### config.mk
export PLATFORM = sky130hd
export DESIGN_NAME = smb_target
export DESIGN_NICKNAME = d
export VERILOG_FILES = /design/src/hw/smb_pkg.sv /design/src/hw/smb_ack_controller.sv /design/src/hw/smb_frame_receiver.sv /design/src/hw/smb_line_monitor.sv /design/src/hw/smb_reply_transmitter.sv /design/src/hw/smb_target.sv
export VERILOG_INCLUDE_DIRS = /design/src /design/src/hw
export SDC_FILE = /design/constraint.sdc
export NUM_CORES = 1
export LEC_CHECK = 0
export BUFFER_PORTS_ARGS = -buffer_cell sky130_fd_sc_hd__buf_2
export CELL_PAD_IN_SITES_DETAIL_PLACEMENT = 0
export CELL_PAD_IN_SITES_GLOBAL_PLACEMENT = 1
export CORE_MARGIN = 2
export CORE_UTILIZATION = 52
export CTS_BUF_LIST = sky130_fd_sc_hd__clkbuf_4
export CTS_CLUSTER_SIZE = 20
export DETAILED_ROUTE_END_ITERATION = 10
export PLACE_DENSITY_LB_ADDON = 0.25
export SLEW_MARGIN = 20
export SYNTH_ARGS = -nofsm -noshare
export SYNTH_HDL_FRONTEND = slang
export SYNTH_HIERARCHICAL = 1
export SYNTH_SLANG_ARGS = --single-unit
### constraint.sdc
create_clock -name clk -period 3.34 [get_ports clk]
set_input_delay 0.167 -clock clk [delete_from_list [all_inputs] [get_ports clk]]
set_output_delay 0.167 -clock clk [all_outputs]
set_load 0.01 [all_outputs]
### src/hw/smb_consts.svh
`ifndef SMB_CONSTS_SVH
`define SMB_CONSTS_SVH

// our own 7 bit target address
`define SMB_DEV_ADDR        7'd92

// smbalert alert response address
`define SMB_ARA             7'b0001100

// depth of the bus line synchronizers
`define SMB_SYNC_STAGES     2

// bit position counter width and ceiling
`define SMB_POS_W           6
`define SMB_POS_MAX         6'd38

// acknowledge slots of address, command, low and high data byte
`define SMB_POS_ADDR_ACK    6'd9
`define SMB_POS_CMD_ACK     6'd18
`define SMB_POS_LDB_ACK     6'd27
`define SMB_POS_HDB_ACK     6'd36

// first bit of each byte after the address
`define SMB_POS_CMD_FIRST   6'd10
`define SMB_POS_LDB_FIRST   6'd19
`define SMB_POS_HDB_FIRST   6'd28

`endif

### src/hw/smb_pkg.sv
`include "smb_consts.svh"

package smb_pkg;

    // ****************************************
    // bus events seen by every block
    // ****************************************
    typedef struct packed {
        // one cycle pulses
        logic                  start;
        logic                  stop;
        logic                  scl_rise;
        logic                  scl_fall;
        // synchronized data line level
        logic                  sda;
        // scl falls since start
        logic [`SMB_POS_W-1:0] pos;
    } smb_event_t;

    // ****************************************
    // received write frame
    // ****************************************
    typedef struct packed {
        logic [6:0] addr;
        logic       rw;
        logic [7:0] cmd;
        logic [7:0] ldb;
        logic [7:0] hdb;
        // data bytes received after the command
        logic [1:0] count;
    } smb_frame_t;

    // transaction state after the address byte
    typedef enum logic [2:0] {
        XS_IDLE,
        XS_ADDR,
        XS_WRITE,
        XS_READ,
        XS_ALERT,
        XS_IGNORE
    } xfer_state_e;

    // pmbus command codes handled here
    typedef enum logic [7:0] {
        CMD_CLEAR_FAULTS = 8'h03
    } smb_cmd_e;

endpackage

### src/hw/smb_ack_controller.sv
`include "smb_consts.svh"

module smb_ack_controller (
    input  logic                 clk,
    input  logic                 rst,
    input  smb_pkg::smb_event_t  ev,
    input  smb_pkg::smb_frame_t  frame,
    input  logic                 tx_bit,
    input  logic                 arb_lost,
    input  logic                 alert_pending,
    input  logic                 frame_ack,
    output smb_pkg::xfer_state_e xfer_state,
    output logic                 sda_drive_low,
    output logic                 busy,
    output logic                 frame_req,
    output smb_pkg::smb_frame_t  frame_out,
    output logic                 alert_clear
);

    logic addr_dev;
    logic addr_ara;
    logic req_open;
    logic write_ack_slot;
    logic reply_state;
    logic target_nack;
    logic master_nack;
    logic cmd_acked;
    logic alert_won;
    logic deliver;

    assign addr_dev = (frame.addr == `SMB_DEV_ADDR);
    assign addr_ara = (frame.addr == `SMB_ARA);
    // a previous frame is still in the four phase handshake
    assign req_open = frame_req | frame_ack;
    assign write_ack_slot = (ev.pos == `SMB_POS_CMD_ACK) || (ev.pos == `SMB_POS_LDB_ACK) ||
                            (ev.pos == `SMB_POS_HDB_ACK);
    assign reply_state = (xfer_state == smb_pkg::XS_READ) || (xfer_state == smb_pkg::XS_ALERT);
    // address slot released by us
    assign target_nack = ev.scl_rise && ev.pos == `SMB_POS_ADDR_ACK &&
                         xfer_state == smb_pkg::XS_IGNORE;
    // master leaves sda high after a reply byte
    assign master_nack = ev.scl_rise && ev.sda && reply_state &&
                         (ev.pos == `SMB_POS_CMD_ACK || ev.pos == `SMB_POS_LDB_ACK);
    // complete write with at least the command acked
    assign deliver = ev.stop && xfer_state == smb_pkg::XS_WRITE && cmd_acked;

    // ****************************************
    // transaction state and data line drive
    // ****************************************
    always_ff @(posedge clk or negedge rst)
    begin
        if (!rst)
        begin
            xfer_state    <= smb_pkg::XS_IDLE;
            sda_drive_low <= 1'b0;
            busy          <= 1'b0;
            cmd_acked     <= 1'b0;
            alert_won     <= 1'b0;
        end
        else if (ev.stop || ev.start)
        begin
            // repeated start also begins a fresh address byte
            xfer_state    <= ev.stop ? smb_pkg::XS_IDLE : smb_pkg::XS_ADDR;
            busy          <= ev.start;
            sda_drive_low <= 1'b0;
            cmd_acked     <= 1'b0;
            alert_won     <= 1'b0;
        end
        else if (arb_lost && xfer_state == smb_pkg::XS_ALERT)
        begin
            // lost to another target, stay off the bus until stop
            xfer_state    <= smb_pkg::XS_IGNORE;
            sda_drive_low <= 1'b0;
        end
        else if (ev.scl_fall)
        begin
            sda_drive_low <= 1'b0;
            case (xfer_state)
                smb_pkg::XS_ADDR:
                begin
                    if (ev.pos == `SMB_POS_ADDR_ACK)
                    begin
                        sda_drive_low <= 1'b1;
                        if (addr_dev && !frame.rw && !req_open)
                            xfer_state <= smb_pkg::XS_WRITE;
                        else if (addr_dev && frame.rw)
                            xfer_state <= smb_pkg::XS_READ;
                        else if (addr_ara && frame.rw && alert_pending)
                            xfer_state <= smb_pkg::XS_ALERT;
                        else
                        begin
                            // not ours or back pressure, NACK
                            xfer_state    <= smb_pkg::XS_IGNORE;
                            sda_drive_low <= 1'b0;
                        end
                    end
                end
                smb_pkg::XS_WRITE:
                begin
                    // command and data bytes are always ACKed
                    sda_drive_low <= write_ack_slot;
                    if (ev.pos == `SMB_POS_CMD_ACK)
                        cmd_acked <= 1'b1;
                end
                smb_pkg::XS_READ,
                smb_pkg::XS_ALERT:
                    sda_drive_low <= ~tx_bit;
                default:
                    sda_drive_low <= 1'b0;
            endcase
        end
        else if (ev.scl_rise)
        begin
            // alert byte went out whole
            if (ev.pos == `SMB_POS_CMD_ACK && xfer_state == smb_pkg::XS_ALERT && !arb_lost)
                alert_won <= 1'b1;
            if (target_nack || master_nack)
            begin
                xfer_state <= smb_pkg::XS_IGNORE;
                busy       <= 1'b0;
            end
        end
    end

    // ****************************************
    // host handshake and alert clear
    // ****************************************
    always_ff @(posedge clk or negedge rst)
    begin
        if (!rst)
        begin
            frame_req   <= 1'b0;
            alert_clear <= 1'b0;
        end
        else
        begin
            alert_clear <= ev.stop &&
                           (alert_won || (deliver && frame.cmd == smb_pkg::CMD_CLEAR_FAULTS));
            // host ack drops the request, host then releases ack
            if (frame_req && frame_ack)
                frame_req <= 1'b0;
            else if (deliver)
                frame_req <= 1'b1;
        end
    end

    // frame held for the host while the request is open
    always_ff @(posedge clk)
    begin
        if (deliver)
            frame_out <= frame;
    end

endmodule

### src/hw/smb_frame_receiver.sv
`include "smb_consts.svh"

module smb_frame_receiver (
    input  logic                clk,
    input  logic                rst,
    input  smb_pkg::smb_event_t ev,
    output smb_pkg::smb_frame_t frame
);

    logic in_addr;
    logic in_cmd;
    logic in_ldb;
    logic in_hdb;
    logic byte_done;

    // bit windows, positions 1 to 8 hold address and rw
    assign in_addr = (ev.pos != '0) && (ev.pos < `SMB_POS_ADDR_ACK);
    assign in_cmd  = (ev.pos >= `SMB_POS_CMD_FIRST) && (ev.pos < `SMB_POS_CMD_ACK);
    assign in_ldb  = (ev.pos >= `SMB_POS_LDB_FIRST) && (ev.pos < `SMB_POS_LDB_ACK);
    assign in_hdb  = (ev.pos >= `SMB_POS_HDB_FIRST) && (ev.pos < `SMB_POS_HDB_ACK);

    // last bit of a data byte
    assign byte_done = (ev.pos == `SMB_POS_LDB_ACK - 6'd1) ||
                       (ev.pos == `SMB_POS_HDB_ACK - 6'd1);

    // ****************************************
    // shift bits in on scl rising
    // ****************************************
    always_ff @(posedge clk or negedge rst)
    begin
        if (!rst)
            frame <= '0;
        else if (ev.start)
            // every transaction starts from a clean frame
            frame <= '0;
        else if (ev.scl_rise)
        begin
            if (in_addr)
                {frame.addr, frame.rw} <= {frame.addr[5:0], frame.rw, ev.sda};
            else if (!frame.rw)
            begin
                // write direction only, msb first
                if (in_cmd)
                    frame.cmd <= {frame.cmd[6:0], ev.sda};
                if (in_ldb)
                    frame.ldb <= {frame.ldb[6:0], ev.sda};
                if (in_hdb)
                    frame.hdb <= {frame.hdb[6:0], ev.sda};
                if (byte_done)
                    frame.count <= frame.count + 2'd1;
            end
        end
    end

endmodule

### src/hw/smb_line_monitor.sv
`include "smb_consts.svh"

module smb_line_monitor (
    input  logic                clk,
    input  logic                rst,
    input  logic                scl,
    input  logic                sda_in,
    input  logic                busy,
    output smb_pkg::smb_event_t ev
);

    // synchronizer chains, newest bit at index 0
    logic [`SMB_SYNC_STAGES-1:0] scl_sync;
    logic [`SMB_SYNC_STAGES-1:0] sda_sync;
    logic                        scl_s;
    logic                        sda_s;
    // one cycle older copy of the synchronized levels
    logic                        scl_prev;
    logic                        sda_prev;
    logic                        scl_rise_c;
    logic                        scl_fall_c;
    logic                        start_c;
    logic                        stop_c;

    assign scl_s = scl_sync[`SMB_SYNC_STAGES-1];
    assign sda_s = sda_sync[`SMB_SYNC_STAGES-1];

    assign scl_rise_c = scl_s & ~scl_prev;
    assign scl_fall_c = ~scl_s & scl_prev;
    // start is sda falling with scl held high
    assign start_c = scl_s & scl_prev & sda_prev & ~sda_s;
    // stop is sda rising with scl held high
    assign stop_c = scl_s & scl_prev & ~sda_prev & sda_s;

    // ****************************************
    // synchronizers, idle bus reads high
    // ****************************************
    always_ff @(posedge clk or negedge rst)
    begin
        if (!rst)
        begin
            scl_sync <= '1;
            sda_sync <= '1;
        end
        else
        begin
            scl_sync <= {scl_sync[`SMB_SYNC_STAGES-2:0], scl};
            sda_sync <= {sda_sync[`SMB_SYNC_STAGES-2:0], sda_in};
        end
    end

    // ****************************************
    // edge register, event flags and bit position
    // ****************************************
    always_ff @(posedge clk or negedge rst)
    begin
        if (!rst)
        begin
            scl_prev    <= 1'b1;
            sda_prev    <= 1'b1;
            ev.start    <= 1'b0;
            ev.stop     <= 1'b0;
            ev.scl_rise <= 1'b0;
            ev.scl_fall <= 1'b0;
            ev.sda      <= 1'b1;
            ev.pos      <= '0;
        end
        else
        begin
            scl_prev    <= scl_s;
            sda_prev    <= sda_s;
            ev.start    <= start_c;
            ev.stop     <= stop_c;
            ev.scl_rise <= scl_rise_c;
            ev.scl_fall <= scl_fall_c;
            ev.sda      <= sda_s;
            // position moves together with its scl_fall flag
            if (start_c || stop_c)
                ev.pos <= '0;
            else if (scl_fall_c && busy && ev.pos < `SMB_POS_MAX)
                ev.pos <= ev.pos + 1'b1;
        end
    end

endmodule

### src/hw/smb_reply_transmitter.sv
`include "smb_consts.svh"

module smb_reply_transmitter (
    input  logic                 clk,
    input  logic                 rst,
    input  smb_pkg::smb_event_t  ev,
    input  smb_pkg::xfer_state_e xfer_state,
    input  logic [7:0]           rd_ldb,
    input  logic [7:0]           rd_hdb,
    output logic                 tx_bit,
    output logic                 arb_lost
);

    // byte being sent, msb goes out first
    logic [7:0] shreg;
    logic       in_first;
    logic       in_second;

    // bit windows of the two reply bytes
    assign in_first  = (ev.pos >= `SMB_POS_CMD_FIRST) && (ev.pos < `SMB_POS_CMD_ACK);
    assign in_second = (ev.pos >= `SMB_POS_LDB_FIRST) && (ev.pos < `SMB_POS_LDB_ACK);

    // release the line outside the data bits
    assign tx_bit = (in_first || in_second) ? shreg[7] : 1'b1;

    // ****************************************
    // load and shift on scl rising
    // ****************************************
    always_ff @(posedge clk or negedge rst)
    begin
        if (!rst)
            shreg <= '1;
        else if (ev.scl_rise)
        begin
            if (ev.pos == `SMB_POS_ADDR_ACK)
            begin
                // alert response sends our address with a zero lsb
                if (xfer_state == smb_pkg::XS_ALERT)
                    shreg <= {`SMB_DEV_ADDR, 1'b0};
                else
                    shreg <= rd_ldb;
            end
            else if (ev.pos == `SMB_POS_CMD_ACK)
                shreg <= rd_hdb;
            else if (in_first || in_second)
                // bit just sampled by the master, move to the next one
                shreg <= {shreg[6:0], 1'b1};
        end
    end

    // ****************************************
    // arbitration of the alert response
    // ****************************************
    always_ff @(posedge clk or negedge rst)
    begin
        if (!rst)
            arb_lost <= 1'b0;
        else if (ev.start)
            arb_lost <= 1'b0;
        else if (ev.scl_rise && xfer_state == smb_pkg::XS_ALERT && in_first)
        begin
            // we released but another target holds the line low
            if (tx_bit && !ev.sda)
                arb_lost <= 1'b1;
        end
    end

endmodule

### src/hw/smb_target.sv
module smb_target (
    input  logic                clk,
    input  logic                rst,
    // wired bus levels
    input  logic                scl,
    input  logic                sda_in,
    output logic                sda_drive_low,
    // host write handshake
    output logic                frame_req,
    output smb_pkg::smb_frame_t frame,
    input  logic                frame_ack,
    // host read data
    input  logic [7:0]          rd_ldb,
    input  logic [7:0]          rd_hdb,
    // smbalert
    input  logic                alert_pending,
    output logic                alert_clear,
    output logic                busy
);

    smb_pkg::smb_event_t  ev;
    smb_pkg::smb_frame_t  rx_frame;
    smb_pkg::xfer_state_e xfer_state;
    logic                 tx_bit;
    logic                 arb_lost;

    // ****************************************
    // line watcher feeds all other blocks
    // ****************************************
    smb_line_monitor u_line_monitor (
        .clk    (clk),
        .rst    (rst),
        .scl    (scl),
        .sda_in (sda_in),
        .busy   (busy),
        .ev     (ev)
    );

    // receive and transmit side by side
    smb_frame_receiver u_frame_receiver (
        .clk   (clk),
        .rst   (rst),
        .ev    (ev),
        .frame (rx_frame)
    );

    smb_reply_transmitter u_reply_transmitter (
        .clk        (clk),
        .rst        (rst),
        .ev         (ev),
        .xfer_state (xfer_state),
        .rd_ldb     (rd_ldb),
        .rd_hdb     (rd_hdb),
        .tx_bit     (tx_bit),
        .arb_lost   (arb_lost)
    );

    // merges both into the data line drive
    smb_ack_controller u_ack_controller (
        .clk           (clk),
        .rst           (rst),
        .ev            (ev),
        .frame         (rx_frame),
        .tx_bit        (tx_bit),
        .arb_lost      (arb_lost),
        .alert_pending (alert_pending),
        .frame_ack     (frame_ack),
        .xfer_state    (xfer_state),
        .sda_drive_low (sda_drive_low),
        .busy          (busy),
        .frame_req     (frame_req),
        .frame_out     (frame),
        .alert_clear   (alert_clear)
    );

endmodule

Yosys cells after proc, flatten, opt, wreduce, memory -nomap -nowiden
Index checks and enable logic that the tools add are counted.
Widths: inputs -> output; s select.
{"block": "totals", "input_bits": 22, "output_inout_bits": 38, "word_cells": 201, "reg_bits": 102}
{"block": "classes", "magnitude_cmp": 8, "bitwise_logic": 13, "n_reduce_logical": 73, "n_addsub": 2, "n_eq_ne": 20, "muxes": 55}
{"operator": "$mux 34", "n": 2}
{"operator": "$mux 8", "n": 8}
{"operator": "$mux 26", "n": 2}
{"operator": "$reduce_and 4->1", "n": 8}
{"operator": "$reduce_bool 2->1", "n": 16}
{"operator": "$mux 1", "n": 30}
{"operator": "$logic_and 1x1->1", "n": 27}
{"operator": "$mux 3", "n": 9}
{"operator": "$eq 6x5->1 const B", "n": 3}
{"operator": "$eq 6x6->1 const B", "n": 2}
{"operator": "$ge 6x5->1 const B", "n": 2}
{"operator": "$lt 6x5->1 const B", "n": 2}
{"operator": "$lt 6x6->1 const B", "n": 2}
{"operator": "$mux 6", "n": 2}
{"operator": "$logic_or 1x1->1", "n": 9}
{"operator": "$eq 8x2->1 const B", "n": 1}
{"operator": "$ne 4x1->1 const B", "n": 2}
{"operator": "$reduce_bool 4->1", "n": 2}
{"operator": "$and 1x1->1", "n": 7}
{"operator": "$eq 7x4->1 const B", "n": 1}
{"operator": "$eq 7x7->1 const B", "n": 1}
{"operator": "$add 6x1->6 const B", "n": 1}
{"operator": "$eq 3x2->1 const B", "n": 2}
{"operator": "$eq 3x3->1 const B", "n": 2}
{"operator": "other kinds (16)", "n": 28}

Depth between registers and ports, before layout
Gate-level depths: netlist (run 1).
{"block": "depth", "ltp_word": 11, "mapped_depth": 6, "mapped_depth_nobuf": 6}

Modules after synthesis
Netlist (run 1), hierarchy kept.
{"mod": "smb_ack_controller", "area_each_um2": 1709.1, "instances": 1, "seq_area_each_um2": 1246.2, "cells_per_inst": 106}
{"mod": "smb_frame_receiver", "area_each_um2": 1570.3, "instances": 1, "seq_area_each_um2": 850.8, "cells_per_inst": 131}
{"mod": "smb_reply_transmitter", "area_each_um2": 724.4, "instances": 1, "seq_area_each_um2": 235.2, "cells_per_inst": 77}
{"mod": "smb_line_monitor", "area_each_um2": 669.4, "instances": 1, "seq_area_each_um2": 407.9, "cells_per_inst": 53}

Least setup slack after synthesis (run 1)
OpenSTA, ideal clock, no wires.
{"block": "synth_timing", "path_kind": "register -> register", "start": "reg, netlist name u_line_monitor/ev[3]", "end": "reg, netlist name u_frame_receiver/frame[6]", "required_time_ns": 3.208, "slack_ns": 1.386, "stages_incl_launch_ff": 6, "setup_ns": 0.132, "synth_period_minus_slack_ns": 1.954, "n_path_buf": 1, "arrival_time_ns": 1.822, "path_cell_list": "dfrtp_1 > buf_6 > or4b_4 > a21oi_4 > mux2i_1 > nor2_1"}
{"block": "synth_between", "elab_chain_len": 4, "word_cells_on_any_way": 9, "classes_between": "order compare: 3; eq/ne: 1; reduce/logical: 5"}
{"item": "$lt 6x4->1 (no line), or another cell as far along"}
{"item": "$logic_and 1x1->1 (on tied branches)", "line": "smb_frame_receiver.sv:17, smb_frame_receiver.sv:20"}
{"item": "$ne 2x2->1 (no line) or $reduce_bool 2->1 (tied branches)"}
{"item": "$reduce_and 4->1 (no line) *"}
Mark *: on every way between the ends. The rest lies on a longest branch, timed or not.
A chain may end at the register's enable or synchronous reset.

Final worst setup path (run 1)
{"block": "layout_timing", "start": "reg, netlist name u_line_monitor/ev[3]", "end": "reg u_ack_controller.sda_drive_low"}
{"block": "layout_between", "elab_chain_len": 9, "word_cells_on_any_way": 20, "classes_between": "order compare: 4; eq/ne: 4; mux: 6; bitwise: 1; reduce/logical: 5"}
{"item": "$ge 6x4->1 (no line), or another cell as far along"}
{"item": "$logic_and 1x1->1 (on tied branches)", "line": "smb_reply_transmitter.sv:20, smb_reply_transmitter.sv:21"}
{"item": "$logic_or 1x1->1 *", "line": "smb_reply_transmitter.sv:24", "text": "assign tx_bit = (in_first || in_second) ? shreg[7] : 1'b1;"}
{"item": "$mux 1 *", "line": "smb_reply_transmitter.sv:24"}
{"item": "via tx_bit", "line": "smb_target.sv:24", "text": "logic tx_bit;"}
{"item": "$not 1->1 *", "line": "smb_ack_controller.sv:107", "text": "sda_drive_low <= ~tx_bit;"}
{"item": "$pmux 1 s3 *", "line": "smb_ack_controller.sv:78", "text": "case (xfer_state)"}
{"item": "$mux 1 *", "line": "smb_ack_controller.sv:75", "text": "else if (ev.scl_fall)"}
{"item": "$mux 1 *", "line": "smb_ack_controller.sv:69", "text": "else if (arb_lost && xfer_state == smb_pkg::XS_ALERT)"}
{"item": "$mux 1 *", "line": "smb_ack_controller.sv:60", "text": "else if (ev.stop || ev.start)"}
{"item": "end signal: assignment", "line": "smb_ack_controller.sv:101", "text": "sda_drive_low <= write_ack_slot;"}
{"item": "end signal: assignment", "line": "smb_ack_controller.sv:107"}
{"item": "end: declaration", "line": "smb_ack_controller.sv:13", "text": "output logic sda_drive_low,"}
The timed path passes the listed nets; every way through them passes the cells marked *. The select of a mux whose other input is x is not followed.

==> metrics.yaml, run 1 <==
status:
  status: "completed"
timing:
  period_share_pct: 66.8
  fmax_mhz: 448
  setup_viol: 0
  max-slew-margin-rel_pct: 42.6
  finalHoldViolCount: 0
  rsz0062_at_grt: "no"
  slew_viol_final: 0
  setup_slack_ns: 1.11
  clock_skew_ns: 0.0167
  tns_ns: 0
  fin_crit_ns: 2.23
  worstMarginPinSlew_ns: 0.862
worst_setup_path:
  path_cells: "or4b_1 > o211ai_1 > or3b_1 > a211oi_1 > o32ai_1 > nor3_1"
  slowest_delay_ns: 0.88
  required_ns: 3.72
  critical_path_class: "reg2reg"
  critPathMaxFanout: 29
  start_kind: "flip-flop"
  cp-end-kind: "flip-flop"
  critPathArrivalTime_ns: 2.61
  cp_slowest_cell: "dfrtp_1"
clock_network:
  cts_sinks: 102
  clock_latency_ns: 0.45
  root_buffer: "clkbuf_4"
  cts_buffers: 9
  path_clk_slew_ns: 0.16
  postCtsSetupRepairBufs: 0
  cts_tree: "done"
  cts_buffer_depth: 2
  htree_levels: 3
yosys:
  synth_common_cells: "dfrtp_1 (54), nor2_1 (37), mux2i_1 (36)"
  async_flop_share_pct: 66.7
  synth-main-ff-cell: "dfrtp_1"
  yosysWarnings: 6
  synth_top_cells_by_area: "dfrtp_1 (29%), edfxtp_1 (22%), dfstp_2 (7.9%)"
  synthDistinctLibCells: 71
  avgSynthCellArea_sq_um: 12.7
  yosysMostFrequentCell: "dfrtp_1"
  synth_seq_cells: 102
  synthCells: 367
  synth_edf_count: 34
  synth_top_area_share_pct: 28.9
  synth_area_leader_cell: "dfrtp_1"
  ys_seq_area_share_pct: 58.6
  synth_fp_nets: 390
  netlist_area_sq_um: 4670
pwr:
  power_density_nw_per_um2: 448
  ir_drop_v: 0.000268
  p_total_mw: 2.35
  power.leakage_nw: 2.07
drt:
  ant_nets: 0
  vias_per_cell: 5.81
  first_pass_iters: 5
  wire_per_inst_microns: 16.4
  route.detailed.drc: 0
  drtIter0Drc: 184
  wirelength_mm: 8.94
  via_count: 3170
job:
  maxCapViolCount: 0
placed_design:
  dp_worst_setup_slack_ns: 1.15
  gp_congestion: 0.897
  port_buffers: 59
  hpwl_mm: 5.87
  dpl.cell_count: 526
floorplanning:
  die_h_microns: 98.8
  core_sq_um: 8720
  start_util_pct: 53.6
  die_w_microns: 98.8
  die-area_sq_um: 9760
  rows: 34
  io_pins: 60
global_routing:
  grt_overflow_total: 0
  grt_pass1_vias: 3029
  antenna_found_initial: 0
  grt_pass1_wl_mm: 14.9
  grt_max_degree: 69
  gr-usage-all-layers_pct: 19.2
finish:
  fill_cells: 724
  n_antenna_cell: 0
  drive_above_1_share_pct: 26.9
  utilization_pct: 60.1
  nets: 456
  synthToLayoutAreaGrowth_pct: 12.2
  fin_cells: 546
hold_path:
  hold_path_class: "in2reg"
worst paths after layout:
check,start,to,slack [ns],depth (start not counted)
worst max-delay path,u_line_monitor/ev[3],u_ack_controller/sda_drive_low,1.11,6
min in group asynchronous,rst,u_reply_transmitter/arb_lost,0.43,3
max in group asynchronous,rst,u_frame_receiver/frame[22],2.35,3
worst max register to register,u_line_monitor/ev[3],u_ack_controller/sda_drive_low,1.11,6
worst min-delay path,rd_hdb[0],u_reply_transmitter/shreg[0],0.08,3
worst min register to register,u_line_monitor/sda_sync[0],u_line_monitor/sda_sync[1],0.37,0
report_power, final:
| group | internal, mW | switching (mW) |
|---|---|---|
| sequential | 1.35 | 0.130 |
| combinational | 0.123 | 0.142 |
| clock | 0.175 | 0.430 |
| total | 1.65 | 0.701 |
layout by cell type, fill, tap and decap left out, types with 3 or more instances in the layout:
master / n
xnor2_1: 3
dfrtp_1: 54
nor3b_1: 5
a211oi_1: 5
nor4bb_1: 4
and4bb_2: 3
dlygate4sd3_1: 4
edfxtp_1: 34
o21ai_0: 17
nand2b_1: 21
o211ai_1: 5
nor4_1: 5
nand3_1: 12
mux2i_1: 36
buf_4: 4
mux2_4: 7
nor3_1: 6
inv_1: 9
nor2_1: 37
dfstp_2: 14
nand4_1: 3
nor4b_1: 3
a31oi_1: 12
nand4b_1: 3
clkbuf_4: 10
nand2_1: 4
buf_2: 59
timing repair:
action / CTS / global route
resized for setup: 0 / 0
hold buffers: 4 / 0
hold endpoints to repair: 57 / 0
through the flow:
step	cell area, sq um	hold slack [ns]
after floorplan	4670	-0.129
after global placement	5070	0.273
after detailed placement	5070	0.274
after CTS	5240	0.0389
after global routing	5240	0.0459
final	5240	0.0810
metal layers:
metal  share of wire [%]  track usage, %  vias to the layer above  wire (microns)
met5                   0               0                        -               0
li1                    -               -                     1523               -
met4                 1.2            5.90                        0             109
met3                 5.2            4.47                        8             462
met1                  48            28.3                     1555            4310
met2                  45            28.3                       84            4060
layout make-up:
| type | instances | area (sq um) | area share (%) |
|---|---|---|---|
| inverters | 9 | 33.8 | 0.644 |
| clock buffers | 10 | 75.1 | 1.43 |
| multi-input cells | 244 | 1840 | 35.1 |
| repair buffers | 67 | 365 | 6.97 |
| well taps | 108 | 135 | 2.58 |
| flip-flops and latches | 102 | 2740 | 52.3 |
| clock inverters | 6 | 55.1 | 1.05 |
flip-flops by register name, indices dropped and copies added (netlist names), 2 cells and up:
signal and count:
u_frame_receiver/frame 34, u_ack_controller/frame_out 34, u_ack_controller/xfer_state 3, u_line_monitor/scl_sync 2, u_line_monitor/ev 11, u_reply_transmitter/shreg 8, u_line_monitor/sda_sync 2
kinds of logic after synthesis:
kind of cell	synth area share (%)
AOI/OAI and AO/OA	9.67
xor gates and xnor gates	0.937
adders and majority gates	0.268
buffers and inverters	2.01
DFF	58.6
muxes	10.4
and+or+nand+nor	18.0
critical path, delay by kind of cell, from the launching register on:
kind | cells | cell delay, ns
AND/OR/NAND/NOR | 3 | 0.80
flip-flops | 1 | 0.88
AO/OA/AOI/OAI | 3 | 0.48
(Power assumes the default switching activity.)
==> run 2, diff against run 1 <==
--- a/config.mk
+++ b/config.mk
@@ -6,11 +6,12 @@
 export SDC_FILE = /design/constraint.sdc
 export NUM_CORES = 1
 export LEC_CHECK = 0
+export ABC_AREA = 1
 export BUFFER_PORTS_ARGS = -buffer_cell sky130_fd_sc_hd__buf_2
 export CELL_PAD_IN_SITES_DETAIL_PLACEMENT = 0
 export CELL_PAD_IN_SITES_GLOBAL_PLACEMENT = 1
 export CORE_MARGIN = 2
-export CORE_UTILIZATION = 52
+export CORE_UTILIZATION = 46
 export CTS_BUF_LIST = sky130_fd_sc_hd__clkbuf_4
 export CTS_CLUSTER_SIZE = 20
 export DETAILED_ROUTE_END_ITERATION = 10
==> constraint.sdc (replaced) <==
create_clock -name clk -period 2.25 [get_ports clk]
set_input_delay 0.1125 -clock clk [delete_from_list [all_inputs] [get_ports clk]]
set_output_delay 0.1125 -clock clk [all_outputs]
set_load 0.01 [all_outputs]
==> metrics.yaml, run 2 <==
status:
  status: "completed"
finish:
  utilization_pct: 54.0  # -6.1 points
  fin_area_sq_um: 5880  # +12%
  final_common_cell: "nand2_1"
  n_antenna_cell: 0  # unchanged
  multi_input_area_sq_um: 2000  # +8.8%
  fill_cells: 1029  # +42%
  reg.largest.list: "u_ack_controller/frame_out x34, u_frame_receiver/frame x34, u_line_monitor/ev x11"
  drive_above_1_share_pct: 24.1  # -2.8 points
  synthToLayoutAreaGrowth_pct: 14.4
  register_area_sq_um: 2740  # unchanged
  final_cell_mix: "nand2_1 (186), inv_1 (72), nand3_1 (69), buf_2 (59), dfrtp_1 (54)"
  nets: 706  # +55%
  fin_cells: 828  # +52%
worst_setup_path:
  cp_slowest_cell: "dfrtp_1"
  critPathMaxFanout: 16  # -45%
  critPathArrivalTime_ns: 2.12  # -0.49 ns
  slowest_delay_ns: 0.71  # -0.17 ns
  critical_path_class: "reg2reg"
  start_kind: "flip-flop"
  cp-end-kind: "flip-flop"
  crit_top_cell: "nor2_1"
  path_cells: "nor2_1 > o21ai_1 > nand3_2 > a21o_1 > a21oi_1 > nor2_1 > a31oi_1"
  required_ns: 2.65  # -1.07 ns
clock_network:
  cts_sinks: 102  # unchanged
  cts_tree: "done"
  root_buffer: "clkbuf_4"
  path_clk_slew_ns: 0.16  # about the same
  cts_buffer_depth: 2  # unchanged
  postCtsSetupRepairBufs: 0  # unchanged
  post_cts_resized: 0  # unchanged
  cts_buffers: 9  # unchanged
  clock_latency_ns: 0.46  # about the same
  htree_levels: 3  # unchanged
yosys:
  synthDistinctLibCells: 37  # -48%
  synth_top_family_by_area: "simple AND/OR/NAND/NOR gates"
  synth_fp_nets: 623  # +60%
  muxShareOfSynthArea_pct: 0  # -10 points
  yosysWarnings: 6  # unchanged
  synth_area_leader_cell: "dfrtp_1"
  synth_seq_cells: 102  # unchanged
  yosysMostFrequentCell: "nand2_1"
  synth_common_cells: "nand2_1 (186), inv_1 (72), nand3_1 (69)"
  synth_compound_area_share_pct: 3.82  # -5.8 points
  synth-main-ff-cell: "dfrtp_1"
  ys_seq_area_share_pct: 53.3  # -5.3 points
  synthCells: 600  # +63%
  synthAdderAreaFrac_pct: 0.243  # -0.024 points
  synth_xor_area_share_pct: 0.341  # -0.60 points
  synth_top_area_share_pct: 26.3  # -2.6 points
  synth-simple-area-share_pct: 34.4  # +16 points
  synth_edf_count: 34  # unchanged
  async_flop_share_pct: 66.7  # unchanged
  synth_top_cells_by_area: "dfrtp_1 (26%), edfxtp_1 (20%), nand2_1 (14%)"
  avgSynthCellArea_sq_um: 8.57  # -33%
  netlist_area_sq_um: 5140  # +10%
hold_path:
  hold_path_class: "in2reg"
timing:
  setup_viol: 0  # unchanged
  setup_slack_ns: 0.527  # -0.583 ns
  finalHoldViolCount: 0  # unchanged
  period_share_pct: 76.6  # +9.8 points
  clock_skew_ns: 0.0175  # +0.000755 ns
  fin_crit_ns: 1.72  # -0.507 ns
  rsz0062_at_grt: "no"
  hold_slack_ns: 0.0716  # -0.00944 ns
  fmax_mhz: 580  # +29%
  max-slew-margin-rel_pct: 60.6  # +18 points
  tns_ns: 0  # unchanged
  worstMarginPinSlew_ns: 0.589  # -0.273 ns
  slew_viol_final: 0  # unchanged
drt:
  wirelength_mm: 10.4  # +16%
  via_count: 4018  # +27%
  vias_per_cell: 4.85  # -16%
  route.detailed.drc: 0  # unchanged
  first_pass_iters: 4  # -1
  ant_nets: 0  # unchanged
  drtIter0Drc: 154  # -16%
  wire_per_inst_microns: 12.5  # -24%
placed_design:
  gp_congestion: 0.811  # -9.6%
  port_buffers: 59  # unchanged
  place_area_sq_um: 5630  # +11%
  dp_worst_setup_slack_ns: 0.546  # -0.602 ns
  hpwl_mm: 7.26  # +24%
  dpl.cell_count: 799  # +52%
pwr:
  power_density_nw_per_um2: 579  # +29%
  p_total_mw: 3.40  # +45%
  power.leakage_nw: 3.00  # +45%
  ir_drop_v: 0.000283  # +5.9%
floorplanning:
  io_pins: 60  # unchanged
  die-area_sq_um: 12000  # +23%
  rows: 38  # +12%
  die_h_microns: 110  # +11%
  die_w_microns: 110  # +11%
  core_sq_um: 10900  # +25%
  start_util_pct: 47.2  # -6.4 points
global_routing:
  grt_pass1_vias: 3800  # +25%
  grt_pass1_wl_mm: 17.6  # +18%
  gr-usage-all-layers_pct: 18.8  # -0.38 points
  grt_max_degree: 37  # -46%
  grt_overflow_total: 0  # unchanged
  antenna_found_initial: 0  # unchanged
job:
  maxCapViolCount: 0  # unchanged
run 2: cell types whose count changed after synthesis, moves of 15 or more:
cell	change
mux2i_1	-36
nand2_2	+15
nand2b_1	-21
nand3_1	+57
nand2_1	+182
nand3b_1	+15
inv_1	+63
run 2: path summary, 6_finish.rpt:
| kind | startpoint | endpoint | slack [ns] | depth (start not counted) |
|---|---|---|---|---|
| setup / recovery | u_line_monitor/ev[1] | u_ack_controller/sda_drive_low | 0.53 | 7 |
| min in group asynchronous | rst | u_ack_controller/busy | 0.09 | 2 |
| setup reg to reg | u_line_monitor/ev[1] | u_ack_controller/sda_drive_low | 0.53 | 7 |
| max in group asynchronous | rst | u_line_monitor/scl_prev | 1.42 | 3 |
| hold / removal | rd_hdb[4] | u_reply_transmitter/shreg[4] | 0.07 | 7 |
| hold reg to reg | u_line_monitor/sda_sync[0] | u_line_monitor/sda_sync[1] | 0.35 | 0 |
run 2: cell type report:
type	count	area share (%)
Sequential cell	102	46.6
Multi-Input combinational cell	401	34.0
Timing Repair Buffer	83	8.85
Inverter	86	5.49
Tap cell	140	2.98
Clock buffer	10	1.28
Clock inverter	6	0.787
run 2: what timing repair did:
action                                 in CTS  in global routing
setup endpoints to repair                   0                  0
endpoints found under the hold margin      31                  0
hold buffers                               13                  0
run 2: cells by family after synthesis:
group	Yosys count
flip-flops	102
AO/OA/AOI/OAI	32
AND/OR/NAND/NOR	366
buffers and inverters	97
adder cells (fa/ha/maj)	1
XOR/XNOR	2
run 2: report_power, final:
part | internal, mW | switching (mW)
logic | 0.150 | 0.256
registers | 2.01 | 0.105
clock network | 0.250 | 0.637
total | 2.41 | 0.998
run 2: critical path, delay by kind of cell (launching register included):
kind            cells  cell delay [ns]
flops               1             0.71
compound gates      4             0.64
simple gates        3             0.32
run 2: routing by layer:
layer	wire [microns]	global-route usage (%)	vias up
met1	4830	24.7	1858
met5	0	0	-
met3	361	3.26	12
li1	-	-	2078
met2	5040	31.3	70
met4	141	6.51	0
==> run 3, diff against run 2 <==
--- a/config.mk
+++ b/config.mk
@@ -6,12 +6,12 @@
 export SDC_FILE = /design/constraint.sdc
 export NUM_CORES = 1
 export LEC_CHECK = 0
-export ABC_AREA = 1
+export ABC_AREA = 0
 export BUFFER_PORTS_ARGS = -buffer_cell sky130_fd_sc_hd__buf_2
 export CELL_PAD_IN_SITES_DETAIL_PLACEMENT = 0
 export CELL_PAD_IN_SITES_GLOBAL_PLACEMENT = 1
 export CORE_MARGIN = 2
-export CORE_UTILIZATION = 46
+export CORE_UTILIZATION = 49
 export CTS_BUF_LIST = sky130_fd_sc_hd__clkbuf_4
 export CTS_CLUSTER_SIZE = 20
 export DETAILED_ROUTE_END_ITERATION = 10
==> constraint.sdc (replaced) <==
create_clock -name clk -period 1.69 [get_ports clk]
set_input_delay 0.0845 -clock clk [delete_from_list [all_inputs] [get_ports clk]]
set_output_delay 0.0845 -clock clk [all_outputs]
set_load 0.01 [all_outputs]
==> metrics.yaml, run 3 (synthesis gave the netlist of run 1 again) <==
status:
  status: "finished with violations"
  violations: "setup timing"
clock_network:
  root_buffer: "clkbuf_4"
  path_clk_slew_ns: 0.16  # about the same
  cts_buffer_depth: 2  # unchanged
  cts_buffers: 9  # unchanged
  htree_levels: 3  # unchanged
  cts_tree: "done"
  cts_sinks: 102  # unchanged
  clock_latency_ns: 0.46  # about the same
timing:
  fin_crit_ns: 1.87  # +0.150 ns
  setup_viol: 29  # +29
  hold_slack_ns: 0.0388  # -0.0328 ns
  period_share_pct: 111  # +34 points
  fmax_mhz: 534  # -8.0%
  rsz0062_at_grt: "yes"
  worstMarginPinSlew_ns: 0.468  # -0.121 ns
  setup_slack_ns: -0.184  # -0.710 ns
  finalHoldViolCount: 0  # unchanged
  slew_viol_final: 0  # unchanged
  max-slew-margin-rel_pct: 68.7  # +8.2 points
  clock_skew_ns: 0.0158  # -0.00173 ns
worst_setup_path:
  crit_buf_inv: 2  # +2
  start_kind: "flip-flop"
  path_cells: "buf_12 > or4b_4 > a21oi_4 > buf_12 > mux2i_1 > nor2_1"
  critical_path_class: "reg2reg"
  cp-end-kind: "flip-flop"
  crit_top_cell: "buf_12"
  critPathMaxFanout: 8  # -8
  critPathArrivalTime_ns: 2.23  # +0.11 ns
  cp_slowest_cell: "or4b_4"
  required_ns: 2.04  # -0.61 ns
  path_delay_family: "simple AND/OR/NAND/NOR gates"
  slowest_delay_ns: 0.53  # -0.18 ns
placed_design:
  place_area_sq_um: 5550  # -1.4%
  hpwl_mm: 6.64  # -8.4%
  gp_congestion: 0.828  # +2.2%
  dpl.cell_count: 592  # -26%
  port_buffers: 59  # unchanged
finish:
  fin_cells: 626  # -24%
  nets: 515  # -27%
  drive_above_1_share_pct: 41.9  # +18 points
  final_common_cell: "buf_2"
  n_antenna_cell: 0  # unchanged
  fin_area_sq_um: 6090  # +3.6%
  synthToLayoutAreaGrowth_pct: 30.3
  reg.largest.list: "u_ack_controller/frame_out x34, u_frame_receiver/frame x34, u_line_monitor/ev x11"
  fill_cells: 713  # -31%
  final_cell_mix: "buf_2 (59), dfrtp_1 (44), buf_4 (41), nor2_1 (36), mux2i_1 (36)"
pwr:
  power_frac_comb_pct: 22.1  # +10 points
  power_density_nw_per_um2: 855  # +48%
  p_total_mw: 5.21  # +53%
  swShare_pct: 31.1  # +1.7 points
  p_int_mw: 3.59  # +49%
  p_clk_share_pct: 23.4  # -2.7 points
  power.leakage_nw: 2.42  # -19%
  p_sw_mw: 1.62  # +62%
  ir_drop_v: 0.000424  # +49%
  power.share.sequential_pct: 54.5  # -7.5 points
drt:
  via_count: 3415  # -15%
  wirelength_mm: 10.4  # +0.14%
  ant_nets: 0  # unchanged
  vias_per_cell: 5.46  # +12%
  first_pass_iters: 4  # unchanged
  route.detailed.drc: 0  # unchanged
  drtIter0Drc: 150  # -2.6%
  wire_per_inst_microns: 16.6  # +32%
floorplanning:
  die_w_microns: 102  # -7.3%
  start_util_pct: 50.6  # +3.4 points
  io_pins: 60  # unchanged
  rows: 35  # -7.9%
  die-area_sq_um: 10300  # -14%
  die_h_microns: 102  # -7.3%
  core_sq_um: 9240  # -15%
global_routing:
  grt_overflow_total: 0  # unchanged
  grt_max_degree: 69  # +86%
  grt_pass1_vias: 3311  # -13%
  grt_pass1_wl_mm: 16.5  # -6.1%
  gr-usage-all-layers_pct: 20.6  # +1.8 points
  antenna_found_initial: 0  # unchanged
job:
  maxCapViolCount: 0  # unchanged
hold_path:
  hold_path_class: "in2reg"
-- run 3: cell count changes in the layout (fill, tap and decap cells not counted), sizes merged, moves of 22 or more --
cell	before	now
mux2i	0	36
buf	70	119
nand2b	0	22
nand3	79	12
nand2	207	4
inv	87	11
-- run 3: power groups by stage --
stage | combinational (mW) | sequential, mW | clock [mW]
2_1_floorplan | 0.437 | 2.90 | 0
3_3_place_gp | 0.805 | 2.87 | 0
3_5_place_dp | 0.820 | 2.88 | 0
4_1_cts | 0.925 | 2.83 | 1.27
5_1_grt | 1.24 | 2.86 | 1.37
6_report | 1.15 | 2.84 | 1.22
-- run 3: stage by stage --
step                TNS [ns]  setup slack [ns]  util [%]
finish                 -3.23            -0.184      65.9
global route           -5.06            -0.250      65.9
CTS                    -1.60            -0.116      63.3
detailed placement     -2.61            -0.148      60.1
global placement       -1.81            -0.104      60.1
floorplan              -1.56            -0.121         -
-- run 3: timing repair --
item,4_1_cts,5_1_grt
endpoints found under the setup margin,29,79
hold buffers,6,0
hold endpoints to repair,73,0
setup buffers,3,8
cloned,1,0
pin swaps,6,18
resized for setup,14,37
-- run 3: routing by layer --
layer | GRT usage [%] | wire, microns | vias up
met3 | 3.80 | 402 | 12
met2 | 31.9 | 5000 | 84
met5 | 0 | 0 | -
li1 | - | - | 1638
met4 | 7.38 | 140 | 0
met1 | 29.1 | 4840 | 1681
-- run 3: layout make-up --
type	instances	area (sq um)	area share, %
flip-flops and latches	102	2750	45.2
multi-input cells	245	2070	34.0
clock buffers	9	67.6	1.11
clock inverters	7	67.6	1.11
inverters	9	37.5	0.616
repair buffers	125	933	15.3
well taps	129	161	2.65
-- run 3: worst reg2reg max path, cell delays in order (launching register included) --
cell	delay, ns
dfrtp_2	0.49
buf_12	0.16
or4b_4	0.53
a21oi_4	0.20
buf_12	0.15
mux2i_1	0.19
nor2_1	0.05
-- run 3: path summary, 6_finish.rpt --
kind,cells after the start,end,startpoint,slack [ns]
worst min register to register,0,u_line_monitor/scl_sync[1],u_line_monitor/scl_sync[0],0.37
max in group asynchronous,3,u_line_monitor/ev[6],rst,1.20
worst min-delay path,4,u_reply_transmitter/shreg[5],rd_ldb[5],0.04
worst max-delay path,6,u_frame_receiver/frame[4],u_line_monitor/ev[3],-0.18
worst max register to register,6,u_frame_receiver/frame[4],u_line_monitor/ev[3],-0.18
min in group asynchronous,3,u_line_monitor/ev[7],rst,0.16
